## config.mk

```make
export PLATFORM = sky130hd
export DESIGN_NAME = bus_decoder
export DESIGN_NICKNAME = d
export VERILOG_FILES = /design/src/hdl/mem_bus_pkg.sv /design/src/hdl/bus_decoder.sv
export SDC_FILE = /design/constraint.sdc
export NUM_CORES = 1
export LEC_CHECK = 0
export BUFFER_PORTS_ARGS = -buffer_cell sky130_fd_sc_hd__buf_2
export CAP_MARGIN = 20
export CORE_AREA = 2 2 119 121
export DETAILED_ROUTE_END_ITERATION = 10
export DIE_AREA = 0 0 121 123
export GPL_ROUTABILITY_DRIVEN = 0
export MAX_ROUTING_LAYER = met4
export PLACE_DENSITY_LB_ADDON = 0.12
export SLEW_MARGIN = 20
export SYNTH_ARGS = -nofsm -noshare
export SYNTH_HDL_FRONTEND = slang
export SYNTH_SLANG_ARGS = --single-unit
```

## constraint.sdc

```tcl
create_clock -name vclk -period 2.7
set_clock_uncertainty 0.1 [all_clocks]
set_input_delay 0.54 -clock vclk [all_inputs]
set_output_delay 0.54 -clock vclk [all_outputs]
set_load 0.05 [all_outputs]
```

## src/hdl/mem_bus_pkg.sv

```systemverilog
package mem_bus_pkg;

  //////////////////////////////////////////////////////////////////////
  // Bus request and response
  //////////////////////////////////////////////////////////////////////

  // One request from the core, 70 bits
  typedef struct packed {
    logic        valid;
    logic        instr;  // Fetch rather than load/store
    logic [31:0] addr;
    logic [31:0] wdata;
    logic [3:0]  wstrb;  // Nonzero means write
  } mem_req_t;

  // One response from a slave, 33 bits
  typedef struct packed {
    logic [31:0] rdata;
    logic        ready;
  } mem_rsp_t;

  //////////////////////////////////////////////////////////////////////
  // Machine timer register map
  //////////////////////////////////////////////////////////////////////

  localparam logic [31:0] MTIME_LO_OFS    = 32'h0000_0000;
  localparam logic [31:0] MTIME_HI_OFS    = 32'h0000_0004;
  localparam logic [31:0] MTIMECMP_LO_OFS = 32'h0000_0008;
  localparam logic [31:0] MTIMECMP_HI_OFS = 32'h0000_000C;

  // Merge the strobed bytes of wdata into an old word
  function automatic logic [31:0] apply_wstrb(
    input logic [31:0] old_word,
    input logic [31:0] wdata,
    input logic [3:0]  wstrb
  );
    logic [31:0] merged;
    merged = old_word;
    for (int b = 0; b < 4; b++) begin
      if (wstrb[b]) begin
        merged[8*b +: 8] = wdata[8*b +: 8];
      end
    end
    return merged;
  endfunction

endpackage

```

## src/hdl/bus_decoder.sv

```systemverilog
`timescale 1ns/10ps

module bus_decoder #(
  parameter logic [31:0] TIMER_BASE = 32'h0200_0000,
  parameter logic [31:0] TIMER_TOP  = 32'h0200_0010
) (
  input  mem_bus_pkg::mem_req_t req,
  output mem_bus_pkg::mem_req_t bram_req,
  output mem_bus_pkg::mem_req_t timer_req,
  input  mem_bus_pkg::mem_rsp_t bram_rsp,
  input  mem_bus_pkg::mem_rsp_t timer_rsp,
  output mem_bus_pkg::mem_rsp_t rsp
);

  logic timer_sel;

  ////////////////////////////////////////////////////////////////////
  // Request steering
  ////////////////////////////////////////////////////////////////////

  // Timer window is [TIMER_BASE, TIMER_TOP)
  always_comb begin
    timer_sel = (req.addr >= TIMER_BASE) && (req.addr < TIMER_TOP);
  end

  // Both slaves see the same fields, only one sees valid
  always_comb begin
    bram_req        = req;
    timer_req       = req;
    bram_req.valid  = req.valid & ~timer_sel;  // Everything else is RAM
    timer_req.valid = req.valid & timer_sel;
  end

  ////////////////////////////////////////////////////////////////////
  // Response multiplexer
  ////////////////////////////////////////////////////////////////////

  // RAM has priority, then the timer
  always_comb begin
    if (bram_rsp.ready) begin
      rsp = bram_rsp;
    end else if (timer_rsp.ready) begin
      rsp = timer_rsp;
    end else begin
      rsp = '0;  // Idle bus
    end
  end

endmodule

```

==> impl_metrics.csv <==
group,metric,value,unit
outcome,outcome,"finished, final reports clean",
finish,regArea,0,sq um
cts,cts-resized-gates,0,
synth,yosysWarnings,0,
floorplan,io_pins,309,
synth,synthMostInstantiatedCell,"buf_4",
finish,seq_cell_count,0,
pwr,p_leak,0.000913,uW
job,max_cap_violations,0,
worst_setup_path,critPathKind,"in -> out",
synth,synth_common_cells,"buf_4 (141), a22o_1 (30), buf_2 (4), nand2_1 (4), nor4_2 (4)",
min_path,hp-class,"in -> out",
synth,synth_fa_ha_area_frac,0,
route,ant_nets,0,
route,drcViolationCount,0,
pwr,p_total,522,uW
min_path,min_from,"req[8]",
synth,synth.top_cells.by_area,"buf_4 (72%), a22o_1 (18%), nor4_2 (3.4%)",
finish,fin_cells,421,
grt,grt_max_degree,22,
sta,slew_headroom,0.782,
worst_setup_path,cp_slowest_stage_delay,0.32,ns
pwr,max-vdd-ir-drop,0.0831,mV
synth,synthCells,195,
route,wl_per_cell,13.2,microns
grt,grt_pass1_vias,1245,
placed_design,io_buffers,186,
sta,post-route-period-util,0.849,
worst_setup_path,cp-end-kind,"primary output",
sta,fmax,0.436,GHz
worst_setup_path,critPathMaxFanout,3,
synth,seq_area_frac_synth,0,
floorplan,coreArea,13600,sq um
placed_design,dp_cells,420,
synth,synth.cell_area,1480,sq um
route,vias,1359,
synth,yosysTopAreaCell,"buf_4",
min_path,holdPathEnd,"bram_req[8]",
sta,tightest_slew,0.323,ns
synth,synth_compound_area_frac,0.189,
grt,grt_pass1_wl,7350,microns
synth,synth_top_family_by_area,"buffers and inverters",
sta,finalSetupTns,0,ns
placed_design,place_hpwl,5040,microns
sta,fin_ws,0.408,ns
placed_design,dp_slack,0.352,ns
sta,final-max-slew-violation-count,0,
pwr,power.density,325,nW/um^2
finish,final_util,0.118,
finish,final_layout_size_suffix_gt1_frac,0.817,
worst_setup_path,arrival,1.65,ns
route,wirelength,5550,microns
cts,cts_setup_buffers,0,
pwr,seq_power_share,0,
worst_setup_path,worst_path_most_repeated_cell,"buf_2",
synth,synth_xor_xnor_area_share,0,
floorplan,rows,43,
pwr,p_switching,383,uW
grt,grt-ovfl-total,0,
worst_setup_path,crit_path_top_delay_cell,"nor4_2",
grt,top_usage_layer,"met2",
worst_setup_path,start_kind,"input port",
sta,fin_crit,2.29,ns
sta,finalSetupViolCount,0,
synth,muxShareOfSynthArea,0,
worst_setup_path,crit_required,2.06,ns
sta,hold_violations,0,
route,first_pass_iters,4,
grt,grt_use_total,0.0659,
route,via_per_inst,3.23,
pwr,p_int,139,uW
grt,grt.met1_usage,0.0622,
cts,cts_hold_repair.buffers,0,
floorplan,die_h,123,microns
floorplan,start_util,0.109,
finish,areaGrowthSynthToFinish,8.45,%
pwr,swShare,0.734,
synth,synth.distinct_cells,15,
route,drtIter0Drc,18,
synth,yosysTopAreaCellShare,0.715,
min_path,whs_path_depth,0,
floorplan,die_w,121,microns
grt,grt_antenna_before_repair,1,
finish,nets,378,
pwr,p_clk_frac,0,
worst_setup_path,crit_chain,"buf_2 -> nor4_2 -> nand4_1 -> nor3_1 -> buf_2",
floorplan,die_area,14900,sq um
synth,synthSimpleGateAreaFrac,0.0795,
finish,clkbuf_count,0,
synth,syn_nets,331,
grt,grtUsageMet2,0.131,
synth,avgSynthCellArea,7.59,sq um
pwr,pwr-share-comb,1.000,
grt,grt_util_met3,0.0161,
sta,rsz0062_at_grt,"no",
## cell usage in the layout, fill, tap and decap left out
cell,instances
buf_2,185
a22o_1,30
nand2_1,4
nor4_2,4
buf_4,4
o21ai_0,2
nor4_1,2
diode_2,1
nor2b_2,1
or2_2,1
nand4_1,1
nor4b_1,1
nand3_1,1
o21a_1,1
inv_1,1
nor3_1,1
buf_12,1
## how the worst max path moves through the flow
| stage | start | to | slack, ns |
|---|---|---|---|
| 3_5_place_dp | req[45] | timer_req[69] | 0.35 |
| 6_report | req[45] | timer_req[69] | 0.41 |
| 3_3_place_gp | req[45] | timer_req[69] | 0.38 |
| 4_1_cts | req[45] | timer_req[69] | 0.35 |
| 5_1_grt | req[64] | timer_req[69] | 0.28 |
| 2_1_floorplan | req[42] | timer_req[69] | 0.04 |
## power by group through the flow
stage,combinational (uW),clock (uW),sequential [uW]
after global placement,530,0,0
after global routing,547,0.0000495,0
after floorplan,743,0,0
final,522,0.0000496,0
after CTS,526,0,0
after detailed placement,525,0,0
## metrics by stage
stage | hold slack, ns | cell area [sq um]
3_5_place_dp | 0.980 | 1600
5_1_grt | 0.980 | 1610
4_1_cts | 0.980 | 1600
6_report | 0.980 | 1610
3_3_place_gp | 0.980 | 1600
2_1_floorplan | 1.15 | 1480
## kinds of logic after synthesis
family | count (synthesis)
compound gates | 33
buf+inv | 146
simple gates | 16
## worst max-delay path, delay by kind of cell
kind | cells | cell delay (ns)
AND/OR/NAND/NOR | 3 | 0.71
buffers and inverters | 2 | 0.40
## area by class of cell
cell class	instances	area, sq um
Inverter	1	3.75
Antenna cell	1	2.50
Tap cell	180	225
Fill cell	1600	12000
Timing Repair Buffer	190	976
Multi-Input combinational cell	49	398
## metal layers
metal	wire (microns)	vias to the layer above
met5	0	-
met3	722	20
met4	156	0
met2	2930	146
met1	1740	580
li1	-	613
No activity file was read; power rests on OpenSTA's default activity.
