## src/hdl/mem_bus_pkg.sv

```systemverilog
package mem_bus_pkg;

  //////////////////////////////////////////////////////////////////////
  // Bus request and response
  //////////////////////////////////////////////////////////////////////

  // One request from the core, 70 bits
  typedef struct packed {
    logic        valid;
    logic        instr;  // Fetch rather than load/store
    logic [31:0] addr;
    logic [31:0] wdata;
    logic [3:0]  wstrb;  // Nonzero means write
  } mem_req_t;

  // One response from a slave, 33 bits
  typedef struct packed {
    logic [31:0] rdata;
    logic        ready;
  } mem_rsp_t;

  //////////////////////////////////////////////////////////////////////
  // Machine timer register map
  //////////////////////////////////////////////////////////////////////

  localparam logic [31:0] MTIME_LO_OFS    = 32'h0000_0000;
  localparam logic [31:0] MTIME_HI_OFS    = 32'h0000_0004;
  localparam logic [31:0] MTIMECMP_LO_OFS = 32'h0000_0008;
  localparam logic [31:0] MTIMECMP_HI_OFS = 32'h0000_000C;

  // Merge the strobed bytes of wdata into an old word
  function automatic logic [31:0] apply_wstrb(
    input logic [31:0] old_word,
    input logic [31:0] wdata,
    input logic [3:0]  wstrb
  );
    logic [31:0] merged;
    merged = old_word;
    for (int b = 0; b < 4; b++) begin
      if (wstrb[b]) begin
        merged[8*b +: 8] = wdata[8*b +: 8];
      end
    end
    return merged;
  endfunction

endpackage

```

## src/hdl/timer.sv

```systemverilog
`timescale 1ns/10ps

module timer (
  input  logic                  clk,
  input  logic                  arst_n,
  input  logic                  rtc,
  input  mem_bus_pkg::mem_req_t req,
  output mem_bus_pkg::mem_rsp_t rsp,
  output logic                  irpt
);

  // Register select codes taken from the byte offsets
  localparam logic [1:0] SEL_MTIME_LO = mem_bus_pkg::MTIME_LO_OFS[3:2];
  localparam logic [1:0] SEL_MTIME_HI = mem_bus_pkg::MTIME_HI_OFS[3:2];
  localparam logic [1:0] SEL_CMP_LO   = mem_bus_pkg::MTIMECMP_LO_OFS[3:2];
  localparam logic [1:0] SEL_CMP_HI   = mem_bus_pkg::MTIMECMP_HI_OFS[3:2];

  logic        rtc_s1;
  logic        rtc_s2;
  logic        rtc_d;
  logic        tick;
  logic [63:0] mtime;
  logic [63:0] mtimecmp;
  logic [1:0]  sel;
  logic        acc;
  logic        wr_en;
  logic [31:0] cur_word;
  logic        ready_q;
  logic [31:0] rdata_q;
  logic        irpt_q;

  //////////////////////////////////////////////////////////////////////
  // rtc synchroniser and edge detect
  //////////////////////////////////////////////////////////////////////

  always_ff @(posedge clk or negedge arst_n) begin
    if (!arst_n) begin
      rtc_s1 <= 1'b0;
      rtc_s2 <= 1'b0;
      rtc_d  <= 1'b0;
    end else begin
      rtc_s1 <= rtc;
      rtc_s2 <= rtc_s1;
      rtc_d  <= rtc_s2;
    end
  end

  assign tick = rtc_s2 & ~rtc_d;  // Rising edge, one clock wide

  //////////////////////////////////////////////////////////////////////
  // Bus access
  //////////////////////////////////////////////////////////////////////

  assign sel   = req.addr[3:2];
  assign acc   = req.valid & ~ready_q;
  assign wr_en = acc & (|req.wstrb);

  always_comb begin
    case (sel)
      SEL_MTIME_LO: cur_word = mtime[31:0];
      SEL_MTIME_HI: cur_word = mtime[63:32];
      SEL_CMP_LO:   cur_word = mtimecmp[31:0];
      default:      cur_word = mtimecmp[63:32];
    endcase
  end

  always_ff @(posedge clk or negedge arst_n) begin
    if (!arst_n) begin
      ready_q <= 1'b0;
    end else begin
      ready_q <= acc;
    end
  end

  always_ff @(posedge clk) begin
    if (acc) begin
      rdata_q <= wr_en ? '0 : cur_word;  // Writes return zero
    end
  end

  //////////////////////////////////////////////////////////////////////
  // mtime and mtimecmp
  //////////////////////////////////////////////////////////////////////

  always_ff @(posedge clk or negedge arst_n) begin
    if (!arst_n) begin
      mtime <= '0;
    end else if (wr_en && sel == SEL_MTIME_LO) begin
      mtime[31:0] <= mem_bus_pkg::apply_wstrb(mtime[31:0], req.wdata, req.wstrb);
    end else if (wr_en && sel == SEL_MTIME_HI) begin
      mtime[63:32] <= mem_bus_pkg::apply_wstrb(mtime[63:32], req.wdata, req.wstrb);
    end else if (tick) begin
      mtime <= mtime + 64'd1;  // Write wins over the tick
    end
  end

  always_ff @(posedge clk or negedge arst_n) begin
    if (!arst_n) begin
      mtimecmp <= '1;  // No interrupt out of reset
    end else if (wr_en && sel == SEL_CMP_LO) begin
      mtimecmp[31:0] <= mem_bus_pkg::apply_wstrb(mtimecmp[31:0], req.wdata, req.wstrb);
    end else if (wr_en && sel == SEL_CMP_HI) begin
      mtimecmp[63:32] <= mem_bus_pkg::apply_wstrb(mtimecmp[63:32], req.wdata, req.wstrb);
    end
  end

  // Interrupt level, one clock behind the registers
  always_ff @(posedge clk or negedge arst_n) begin
    if (!arst_n) begin
      irpt_q <= 1'b0;
    end else begin
      irpt_q <= (mtime >= mtimecmp);
    end
  end

  assign irpt = irpt_q;

  always_comb begin
    rsp.rdata = rdata_q;
    rsp.ready = ready_q;
  end

endmodule

```

## config.mk

```make
export PLATFORM = sky130hd
export DESIGN_NAME = timer
export DESIGN_NICKNAME = d
export VERILOG_FILES = /design/src/hdl/mem_bus_pkg.sv /design/src/hdl/timer.sv
export SDC_FILE = /design/constraint.sdc
export NUM_CORES = 1
export LEC_CHECK = 0
export BUFFER_PORTS_ARGS = -buffer_cell sky130_fd_sc_hd__buf_4
export CAP_MARGIN = 20
export CORE_MARGIN = 2
export CORE_UTILIZATION = 45
export DETAILED_ROUTE_END_ITERATION = 16
export HOLD_SLACK_MARGIN = 0.1
export PLACE_DENSITY = 0.62
export SLEW_MARGIN = 0
export SYNTH_ARGS = -nofsm -noshare
export SYNTH_HDL_FRONTEND = slang
export SYNTH_SLANG_ARGS = --single-unit
export TNS_END_PERCENT = 20
```

## constraint.sdc

```tcl
create_clock -name clk -period 3.4 [get_ports clk]
set_input_delay 0.17 -clock clk [delete_from_list [all_inputs] [get_ports clk]]
set_output_delay 0.17 -clock clk [all_outputs]
set_load 0.1 [all_outputs]
```

==> results.json <==
{
  "drive_gt1_frac": 0.272,
  "areaGrowthSynthToFinish_pct": 17.8,
  "yosysUniqueCellTypes": 67,
  "synthArstFlopShare": 0.806,
  "wl_met2_um": 14200,
  "vias": 8713,
  "synth.area.top_cells": "dfrtp_1 17%, dfstp_2 16%, edfxtp_1 9.2%",
  "cts_root_buf": "clkbuf_16",
  "worstPathArrival_ns": 3.14,
  "slowest_stage": "or4_4",
  "hold_viol": 0,
  "synth_top_area_frac": 0.165,
  "period_minus_slack_ns": 2.78,
  "io_pins": 107,
  "power_per_cell_area_mw_per_mm2": 636,
  "final-setup-viol-count": 0,
  "rsz0062_at_grt": "false",
  "hold_class": "in2reg",
  "end_kind": "flip-flop",
  "wl_per_cell_um": 21.2,
  "firstDrtPassIters": 5,
  "crit_fanout": 11,
  "critPathBufInv": 1,
  "numPortBuffers": 75,
  "place_ws_ns": 0.667,
  "timing.hold.ws_ns": 0.166,
  "setup-tns-final_ns": 0,
  "post-route-cell-area_mm2": 0.0123,
  "yosys.area.top_type": "dfrtp_1",
  "coreArea_mm2": 0.0227,
  "ir_drop_v": 0.000299,
  "critical-path-top-delay-family": "simple AND/OR/NAND/NOR gates",
  "critPathLaunchType": "flip-flop",
  "grt_pass1_vias": 8397,
  "cts_tree": "built",
  "fin_skew_ns": 0.00939,
  "grt_max_degree": 90,
  "viasPerCell": 6.12,
  "met3_wirelength_um": 1740,
  "ctsLongestPathBuffers": 2,
  "final_common_cell": "buf_4",
  "yosysSeqAreaShare": 0.419,
  "dp_hpwl_um": 21400,
  "crit_path_cell_trace": "nand2_2, or4_4, nor4_4, buf_4, nand4_1, a21oi_1, a2bb2oi_1",
  "highest_layer": "met4",
  "syn_inst": 1021,
  "cap_violations": 0,
  "max_stage_delay_ns": 0.69,
  "postCtsSetupRepairBufs": 0,
  "wl_um": 30100,
  "status": "finished, final reports clean",
  "setup_ws_ns": 0.624,
  "p_leak_uw": 0.00503,
  "grt_usage": 0.255,
  "cts_buffers": 17,
  "dieArea_mm2": 0.0244,
  "grt_first_pass_wirelength_um": 47800,
  "detail-route-antenna-nets": 0,
  "start_util": 0.460,
  "final_util": 0.542,
  "final_cell_mix": "99 x buf_4, 80 x a21oi_1, 80 x nand2_1, 72 x nor2_1, 71 x inv_1",
  "fill_cells": 2081,
  "die_w_um": 156,
  "drt_iter0_drc": 755,
  "grt_antenna_before_repair": 0,
  "clkLatencyLatePin_ns": 0.44,
  "synthesis.area_mm2": 0.0104,
  "slew_headroom": 0.397,
  "worst_pin_slew_ns": 0.905,
  "period_share": 0.816,
  "clk_pin_slew_worst_paths_ns": 0.07,
  "cts_sinks": 165,
  "max_freq_mhz": 360,
  "h-tree-depth": 4,
  "drc": 0,
  "grt_overflow": 0,
  "post_dp_cell_area_mm2": 0.0114,
  "syn_nets": 1159,
  "die_h_um": 156,
  "required_ns": 3.76,
  "wl_met1_um": 13300,
  "synth_ff_type": "dfrtp_1",
  "maxSlewViolCount": 0,
  "place.gp.congestion": 0.875,
  "synth_edf_count": 32,
  "avgSynthCellArea_um2": 10.2,
  "yosys_warnings": 0,
  "placement_rows": 55,
  "n_antenna_cell": 0,
  "ys_ff_latch": 165,
  "fin_nets": 1264,
  "worstSetupPathType": "reg2reg"
}
==> stage by stage <==
stage,power (uW),std cells
finish,7820,1424
global route,8300,1424
CTS,7840,1424
detailed placement,5870,1357
global placement,5790,1357
floorplan,5050,1021
==> power breakdown <==
| group | internal, uW | total, uW | switching (uW) | leakage (uW) |
|---|---|---|---|---|
| logic | 1160 | 2660 | 1500 | 0.00303 |
| clock network | 1030 | 1930 | 892 | 0.000261 |
| registers | 2650 | 3230 | 580 | 0.00174 |
| total | 4840 | 7820 | 2970 | 0.00503 |
==> layout make-up <==
type                    instances  area [um2]  share of cell area
clock buffers                  18         439              0.0357
inverters                      71         267              0.0217
repair buffers                136        1120              0.0915
multi-input cells             735        5610               0.456
clock inverters                14         129              0.0105
flip-flops and latches        165        4370               0.355
well taps                     285         357              0.0290
==> synthesized netlist by cell type (4+ instances only) <==
library cell	n
a211oi_1	5
a21oi_1	80
a2bb2oi_1	18
a31oi_1	19
a41oi_1	7
and2_1	8
and3_1	30
and4_1	9
buf_1	4
clkbuf_1	41
dfrtp_1	69
dfstp_2	64
edfxtp_1	32
ha_1	65
inv_1	71
mux2_2	62
mux4_2	32
nand2_1	81
nand3_1	32
nand4_1	31
nor2_1	72
nor2b_1	33
nor3_1	13
nor4_1	5
o211ai_1	4
o21a_1	8
o21ai_0	26
o22a_1	24
o22ai_1	17
o2bb2a_1	4
==> final timing paths <==
check / cells past startpoint / slack [ns] / to / startpoint
max in group asynchronous: 3 / 2.22 / mtimecmp[9]$_DFFE_PN1P_ / arst_n
worst min register to register: 0 / 0.36 / rtc_s2$_DFF_PN0_ / rtc_s1$_DFF_PN0_
min in group asynchronous: 2 / 0.37 / mtime[16]$_DFFE_PN0P_ / arst_n
worst max-delay path: 7 / 0.62 / mtime[45]$_DFFE_PN0P_ / mtime[6]$_DFFE_PN0P_
worst min-delay path: 3 / 0.17 / mtime[36]$_DFFE_PN0P_ / req[0]
worst max register to register: 7 / 0.62 / mtime[45]$_DFFE_PN0P_ / mtime[6]$_DFFE_PN0P_
==> repair_timing <==
action,in CTS,in global routing
endpoints found under the setup margin,0,0
gates resized for setup,0,0
endpoints found under the hold margin,127,0
hold buffers,35,0
==> registers in the layout, summed over array words and instances, names as in the netlist <==
name,count
irpt,1
mtime,64
mtimecmp,64
rdata_q,32
ready_q,1
rtc_d,1
rtc_s1,1
rtc_s2,1
==> worst register-to-register path: stages, from the launching register on <==
cell	delay [ns]
dfrtp_1	0.48
nand2_2	0.13
or4_4	0.69
nor4_4	0.60
buf_4	0.31
nand4_1	0.15
a21oi_1	0.18
a2bb2oi_1	0.16
==> kinds of logic after synthesis <==
group	count (synthesis)	synth area share
AND/OR/NAND/NOR	338	0.171
adder cells (fa/ha/maj)	65	0.0779
multiplexers	95	0.137
flip-flops	165	0.419
buffers and inverters	121	0.0450
AO/OA/AOI/OAI	237	0.150
==> routing by layer <==
layer	GRT usage	vias up
met1	0.350	4322
met5	0	-
met4	0.0861	0
met3	0.0454	47
met2	0.411	306
li1	-	4038
Power figures use the tool's default switching activity.
